[config.mk]
export PLATFORM = sky130hd
export DESIGN_NAME = mpq_lane_flat
export DESIGN_NICKNAME = d
export VERILOG_FILES = /design/src/mpq_pkg.sv /design/src/mpq_if.sv /design/src/mpq_lane.sv /design/src/flat_wrapper.sv
export VERILOG_INCLUDE_DIRS = /design/src
export SDC_FILE = /design/constraint.sdc
export NUM_CORES = 1
export LEC_CHECK = 0
export ABC_AREA = 1
export BUFFER_PORTS_ARGS = -buffer_cell sky130_fd_sc_hd__buf_2
export CAP_MARGIN = 25
export CORE_ASPECT_RATIO = 2
export CORE_MARGIN = 3
export CORE_UTILIZATION = 50
export CTS_CLUSTER_DIAMETER = 40
export DETAILED_ROUTE_END_ITERATION = 7
export PLACE_DENSITY_LB_ADDON = 0.25
export SLEW_MARGIN = 20
export SYNTH_ARGS = -nofsm -noshare
export SYNTH_HDL_FRONTEND = slang
export SYNTH_SLANG_ARGS = --single-unit
[constraint.sdc]
create_clock -name clk_i -period 3.6 [get_ports clk_i]
set_clock_uncertainty 0.2 [all_clocks]
set_input_delay 0.36 -clock clk_i [delete_from_list [all_inputs] [get_ports clk_i]]
set_output_delay 0.36 -clock clk_i [all_outputs]
set_load 0.02 [all_outputs]
[src/mpq_defs.svh]
//////////////////////////////////////////////////
// Message queue engine parameters
// queue count, id width, FIFO depth and the
// field widths shared by the package and the RTL
//////////////////////////////////////////////////

`ifndef MPQ_DEFS_SVH
`define MPQ_DEFS_SVH

// number of message queues, one lane each
`define MPQ_NUM 8

// message id width, also the lane index width
`define MPQ_ID_W 3

// packets held in each private queue FIFO
`define MPQ_FIFO_DEPTH 4

// length and in-flight counters, enough for depth 4
`define MPQ_CNT_W 3

// packet and handler address width
`define MPQ_ADDR_W 32

// packet size width
`define MPQ_SIZE_W 16

`endif

[src/mpq_pkg.sv]
//////////////////////////////////////////////////
// Message queue engine types
// queue state, packet, HER, feedback and task
// descriptors
//////////////////////////////////////////////////

`include "mpq_defs.svh"

package mpq_pkg;

    // handler sequence of one queue
    typedef enum logic [2:0] {
        Free,
        Header,
        HeaderRunning,
        Payload,
        PayloadDraining,
        Completion,
        CompletionRunning
    } mpq_state_e;

    typedef struct packed {
        logic [`MPQ_ADDR_W-1:0] pkt_addr;
        logic [`MPQ_SIZE_W-1:0] pkt_size;
    } pkt_t;

    // a zero header or completion address means no such handler
    typedef struct packed {
        logic [`MPQ_ADDR_W-1:0] hh_addr;
        logic [`MPQ_ADDR_W-1:0] ph_addr;
        logic [`MPQ_ADDR_W-1:0] th_addr;
    } handler_meta_t;

    typedef struct packed {
        logic [`MPQ_ID_W-1:0] msgid;
        pkt_t                 pkt;
        logic                 eom;
        handler_meta_t        meta;
    } her_descr_t;

    typedef struct packed {
        logic [`MPQ_ID_W-1:0] msgid;
        logic                 trigger_feedback;
    } feedback_descr_t;

    typedef struct packed {
        logic [`MPQ_ID_W-1:0]   msgid;
        logic [`MPQ_ADDR_W-1:0] handler_addr;
        pkt_t                   pkt;
        logic                   trigger_feedback;
    } handler_task_t;

endpackage

[src/mpq_if.sv]
//////////////////////////////////////////////////
// Message queue engine interfaces
// events from the intake into a lane, and the
// task offer from a lane to the dispatcher
//////////////////////////////////////////////////

`include "mpq_defs.svh"

interface mpq_event_if;

    // one-cycle strobe, a HER for this lane was accepted
    logic                   push;
    mpq_pkg::her_descr_t    her;
    // one-cycle strobe, feedback for this lane was accepted
    logic                   feedback;
    // packet FIFO of the lane is full
    logic                   full;

    modport intake (
        output push,
        output her,
        output feedback,
        input  full
    );

    modport lane (
        input  push,
        input  her,
        input  feedback,
        output full
    );

endinterface

interface mpq_sched_if;

    logic                   ready;
    logic [`MPQ_ADDR_W-1:0] handler_addr;
    mpq_pkg::pkt_t          head;
    // task releases its packet, also its feedback trigger
    logic                   pops;
    // one-cycle strobe, the offered task was taken
    logic                   sent;

    modport lane (
        output ready,
        output handler_addr,
        output head,
        output pops,
        input  sent
    );

    modport dispatcher (
        input  ready,
        input  handler_addr,
        input  head,
        input  pops,
        output sent
    );

endinterface

[src/mpq_lane.sv]
//////////////////////////////////////////////////
// Message queue lane
// one queue with its packet FIFO, counters, latched
// handlers and the handler-sequence FSM
//////////////////////////////////////////////////

`include "mpq_defs.svh"

module mpq_lane (
    input  logic       clk_i,
    input  logic       rst_ni,
    mpq_event_if.lane  ev,
    mpq_sched_if.lane  sched
);

    localparam int PTR_W = $clog2(`MPQ_FIFO_DEPTH);

    mpq_pkg::pkt_t           fifo_mem [`MPQ_FIFO_DEPTH];
    logic [PTR_W-1:0]        wr_ptr_q;
    logic [PTR_W-1:0]        rd_ptr_q;
    logic [`MPQ_CNT_W-1:0]   fifo_cnt_q;
    logic                    fifo_pop;

    mpq_pkg::mpq_state_e     state_q, state_d;
    logic [`MPQ_CNT_W-1:0]   length_q, length_d;
    logic [`MPQ_CNT_W-1:0]   in_flight_q, in_flight_d;
    logic                    eom_seen_q, eom_seen_d;
    logic                    has_compl_q, has_compl_d;
    mpq_pkg::handler_meta_t  meta_q;

    logic                    payload_sent;
    logic                    last_pkt;

    assign payload_sent = sched.sent && (state_q == mpq_pkg::Payload);
    // the next undispatched packet closes the message
    assign last_pkt     = eom_seen_q && (length_q == `MPQ_CNT_W'd1);

    // offer towards the dispatcher
    assign sched.ready = (state_q == mpq_pkg::Header) ||
                         (state_q == mpq_pkg::Completion) ||
                         ((state_q == mpq_pkg::Payload) && (length_q != '0));
    assign sched.head  = fifo_mem[rd_ptr_q];

    always_comb begin
        case (state_q)
            mpq_pkg::Header:     sched.handler_addr = meta_q.hh_addr;
            mpq_pkg::Completion: sched.handler_addr = meta_q.th_addr;
            default:             sched.handler_addr = meta_q.ph_addr;
        endcase
    end

    // the eom packet stays queued for the completion handler
    assign sched.pops = ((state_q == mpq_pkg::Payload) && !(last_pkt && has_compl_q)) ||
                        (state_q == mpq_pkg::Completion);

    assign fifo_pop = sched.sent && sched.pops;
    assign ev.full  = (fifo_cnt_q == `MPQ_CNT_W'(`MPQ_FIFO_DEPTH));

    always_comb begin
        case ({ev.push, payload_sent})
            2'b10:   length_d = length_q + 1'b1;
            2'b01:   length_d = length_q - 1'b1;
            default: length_d = length_q;
        endcase
    end

    always_comb begin
        case ({sched.sent, ev.feedback})
            2'b10:   in_flight_d = in_flight_q + 1'b1;
            2'b01:   in_flight_d = in_flight_q - 1'b1;
            default: in_flight_d = in_flight_q;
        endcase
    end

    always_comb begin
        state_d     = state_q;
        has_compl_d = has_compl_q;
        eom_seen_d  = eom_seen_q || (ev.push && ev.her.eom);
        case (state_q)
            mpq_pkg::Free: begin
                if (ev.push) begin
                    state_d     = (ev.her.meta.hh_addr != '0) ? mpq_pkg::Header
                                                              : mpq_pkg::Payload;
                    has_compl_d = (ev.her.meta.th_addr != '0);
                end
            end
            mpq_pkg::Header: begin
                if (sched.sent) state_d = mpq_pkg::HeaderRunning;
            end
            mpq_pkg::HeaderRunning: begin
                if (ev.feedback) state_d = mpq_pkg::Payload;
            end
            mpq_pkg::Payload: begin
                if (sched.sent && last_pkt) state_d = mpq_pkg::PayloadDraining;
            end
            mpq_pkg::PayloadDraining: begin
                // wait for the last outstanding payload task
                if (ev.feedback && (in_flight_q == `MPQ_CNT_W'd1)) begin
                    state_d = has_compl_q ? mpq_pkg::Completion : mpq_pkg::Free;
                end
            end
            mpq_pkg::Completion: begin
                if (sched.sent) state_d = mpq_pkg::CompletionRunning;
            end
            mpq_pkg::CompletionRunning: begin
                if (ev.feedback) state_d = mpq_pkg::Free;
            end
            default: state_d = mpq_pkg::Free;
        endcase
        // message done, next one starts clean
        if (state_d == mpq_pkg::Free) eom_seen_d = 1'b0;
    end

    always_ff @(posedge clk_i or negedge rst_ni) begin
        if (!rst_ni) begin
            state_q     <= mpq_pkg::Free;
            length_q    <= '0;
            in_flight_q <= '0;
            eom_seen_q  <= 1'b0;
            has_compl_q <= 1'b0;
            wr_ptr_q    <= '0;
            rd_ptr_q    <= '0;
            fifo_cnt_q  <= '0;
        end else begin
            state_q     <= state_d;
            length_q    <= length_d;
            in_flight_q <= in_flight_d;
            eom_seen_q  <= eom_seen_d;
            has_compl_q <= has_compl_d;
            if (ev.push) wr_ptr_q <= wr_ptr_q + 1'b1;
            if (fifo_pop) rd_ptr_q <= rd_ptr_q + 1'b1;
            case ({ev.push, fifo_pop})
                2'b10:   fifo_cnt_q <= fifo_cnt_q + 1'b1;
                2'b01:   fifo_cnt_q <= fifo_cnt_q - 1'b1;
                default: fifo_cnt_q <= fifo_cnt_q;
            endcase
        end
    end

    // packet storage and handlers latched by the first HER of a message
    always_ff @(posedge clk_i) begin
        if (ev.push) fifo_mem[wr_ptr_q] <= ev.her.pkt;
        if (ev.push && (state_q == mpq_pkg::Free)) meta_q <= ev.her.meta;
    end

endmodule

[src/flat_wrapper.sv]
// flat-port wrapper written by rule: the top's interface ports become plain ports
module mpq_lane_flat 
  (clk_i, rst_ni, ev_push, ev_her, ev_feedback, ev_full, sched_ready, sched_handler_addr, sched_head, sched_pops, sched_sent);
  mpq_event_if ev_i ();
  mpq_sched_if sched_i ();
  input  logic clk_i;
  input  logic rst_ni;
  input wire logic [$bits(ev_i.push)-1:0] ev_push;
  input wire logic [$bits(ev_i.her)-1:0] ev_her;
  input wire logic [$bits(ev_i.feedback)-1:0] ev_feedback;
  output wire logic [$bits(ev_i.full)-1:0] ev_full;
  output wire logic [$bits(sched_i.ready)-1:0] sched_ready;
  output wire logic [$bits(sched_i.handler_addr)-1:0] sched_handler_addr;
  output wire logic [$bits(sched_i.head)-1:0] sched_head;
  output wire logic [$bits(sched_i.pops)-1:0] sched_pops;
  input wire logic [$bits(sched_i.sent)-1:0] sched_sent;
  assign ev_i.push = ev_push;
  assign ev_i.her = ev_her;
  assign ev_i.feedback = ev_feedback;
  assign ev_full = ev_i.full;
  assign sched_ready = sched_i.ready;
  assign sched_handler_addr = sched_i.handler_addr;
  assign sched_head = sched_i.head;
  assign sched_pops = sched_i.pops;
  assign sched_i.sent = sched_sent;
  mpq_lane u_core (.clk_i(clk_i), .rst_ni(rst_ni), .ev(ev_i), .sched(sched_i));
endmodule
==> reports/qor.csv <==
metric,value,unit
status,"finished, final reports clean",
Vias,8537,
largest family of logic cells by synthesized area,simple AND/OR/NAND/NOR gates,
critical path arrival,2.43,ns
Pwr Density,783,mW/mm^2
XOR/XNOR share of the synthesized area,0.00796,
Die Width,115,um
FILL cells,1659,
placed wire-length estimate,17200,um
"Clk Latency, worst-skew pair",0.55,ns
drt drc,0,
overall global routing resource usage,0.231,
"FF+latch count, synth",306,
total CTS buffers,28,
cell row count,79,
Min-Delay Path Class,in -> async,
post-synthesis mux area share,0,
static leakage,6.04,nW
Initial Util,0.510,
DRT iter0 DRCs,572,
largest net degree at the start of global routing,98,
Post-synth EDFFs,288,
Synth Instances,905,
port buffer count,232,
critical path type,reg -> out,
initial antenna violation count,0,
Reg area,0.00910,mm^2
Max VDD drop,576,uV
# IOs,236,
# Max-Cap Violations,0,
CTS tree,done,
area of the multi-input gates,0.00254,mm^2
gr ovfl total,0,
chip height,225,um
Crit path required time,3.04,ns
Initial DRT Pass Iterations,4,
final net count,1455,
Worst-path clk slew,0.07,ns
Die Area,0.0259,mm^2
complex-gate fraction of the synthesized area,0.0707,
"Slew Viols, Final",0,
Bufs on Longest Clock Path,3,
synth cell count leaders,"edfxtp_1, nor2_1, nand2_1",
fin crit period,2.99,ns
Syn Nets,1073,
unrepaired setup endpoints after global routing,false,
number of global-route vias before repair,9156,
register area share after synthesis,0.761,
wire length per cell,18.9,um
adder-cell share of the synthesized area,0.0163,
"area leader, netlist",edfxtp_1,
Final setup viols,0,
clock sink count,306,
hold buffers post-CTS,149,
period utilisation layout,0.830,
cell area after synthesis,0.0120,mm^2
CTS H-tree depth,1,
"FFs w/ async S/R, synth",0.0588,
# Post-CTS Setup Buffers,0,
Syn-to-layout area delta,32.4,%
Max Clk Rate,0.335,GHz
post-synth top area share,0.724,
Final Hold Fails,0,
hold slack final,0.0890,ns
Vias/cell,5.36,
Worst Setup End Kind,output port,
CP Max Fanout,97,
first-pass GRT wire length,46400,um
post-synth cell types,28,
"count leader, synth",edfxtp_1,
setup_tns,0,ns
"Primary FF master, synth",edfxtp_1,
normalized max-slew margin,0.343,
layout cell share with drive strength beyond 1,0.238,
Root Buffer,clkbuf_16,
syn_area_per_cell,13.2,um^2
worst slew pin tran,0.986,ns
Resized cells post-CTS,0,
CP startpoint kind,flop,
gpl congestion,0.788,
post-synthesis simple-gate area fraction,0.117,
Synth area leaders,"edfxtp_1, nor2_1, o21ai_0, dfrtp_1, nand2_1",
Detail Route Antenna Nets,0,
core area,0.0234,mm^2
synth warn,0,
"wirelength, routed",30100,um
==> placed cells by master, fill, tap and decap left out, types with 4 or more instances in the layout <==
cell type,synthesis,routed
edfxtp_1,288,288
buf_2,14,232
nor2_1,152,152
dlygate4sd3_1,0,149
nand2_1,104,104
o21ai_0,100,100
nand3_1,70,70
o22ai_1,48,48
clkbuf_16,0,29
inv_1,28,23
dfrtp_1,18,17
ha_1,14,14
buf_4,1,14
inv_2,4,9
xnor2_1,5,5
nand2_2,4,4
nor3_1,4,4
o21ai_1,4,4
xor2_1,4,4
inv_8,0,4
clkinvlp_4,0,4
clkinv_1,1,4
clkbuf_1,26,4
==> worst max-delay path, stage by stage (launching register included) <==
cell	delay, ns
dfrtp_2	0.36
buf_4	0.75
o21ai_0	0.25
o22ai_1	0.26
buf_2	0.21
==> sequential cells by signal, summed over array words and instances (netlist names) <==
register / count
u_core.fifo_mem: 192
u_core.meta_q: 96
u_core.fifo_cnt_q: 3
u_core.in_flight_q: 3
u_core.length_q: 3
u_core.state_q: 3
u_core.rd_ptr_q: 2
u_core.wr_ptr_q: 2
u_core.eom_seen_q: 1
u_core.has_compl_q: 1
==> routing by layer <==
layer	vias up	routed length, um	track usage
li1	4027	-	-
met1	4094	10400	0.240
met2	333	16100	0.426
met3	83	1920	0.0428
met4	0	1640	0.127
met5	-	0	0
==> per-stage QoR <==
stage	total power, W	std cells	utilization	worst slack [ns]	cell area [um^2]
2_1_floorplan	0.00791	905	-	0.232	12000
3_3_place_gp	0.00935	1391	0.573	1.26	13400
3_5_place_dp	0.00944	1391	0.573	1.17	13400
4_1_cts	0.0125	1591	0.675	0.572	15800
5_1_grt	0.0131	1591	0.675	0.456	15800
6_report	0.0124	1592	0.675	0.611	15800
==> cells by family after synthesis <==
family / Yosys count
DFF: 306
AOI/OAI and AO/OA: 156
and+or+nand+nor: 340
adders and majority gates: 15
xor gates and xnor gates: 10
buffers and inverters: 78
==> final timing paths <==
kind                                 startpoint               endpoint  slack (ns)  cells after the start
max in group asynchronous                rst_ni     u_core.rd_ptr_q[0]        2.77                      2
hold / removal                           rst_ni  u_core.in_flight_q[0]        0.09                      2
hold reg to reg            u_core.fifo_cnt_q[0]   u_core.fifo_cnt_q[0]        0.30                      1
min in group clk_i         u_core.fifo_cnt_q[0]   u_core.fifo_cnt_q[0]        0.30                      1
setup reg to reg              u_core.state_q[1]   u_core.fifo_cnt_q[2]        1.21                     12
setup / recovery             u_core.rd_ptr_q[0]         sched_head[29]        0.61                      4
==> report_power, final <==
part | switching [W] | total (W) | internal [W] | leakage (nW)
Clock | 0.00132 | 0.00290 | 0.00158 | 0.431
Combinational | 0.00314 | 0.00452 | 0.00138 | 2.76
Sequential | 0.000231 | 0.00497 | 0.00474 | 2.86
Total | 0.00469 | 0.0124 | 0.00770 | 6.04
==> final cells by class <==
cell class | instances | share of cell area
antenna | 1 | 0.000158
inverter | 33 | 0.00791
clock inverter | 18 | 0.0104
tap | 283 | 0.0224
sequential | 306 | 0.575
timing repair buffer | 397 | 0.177
clock buffer | 33 | 0.0468
multi-input combinational | 521 | 0.160
No activity file was read; power rests on OpenSTA's default activity.
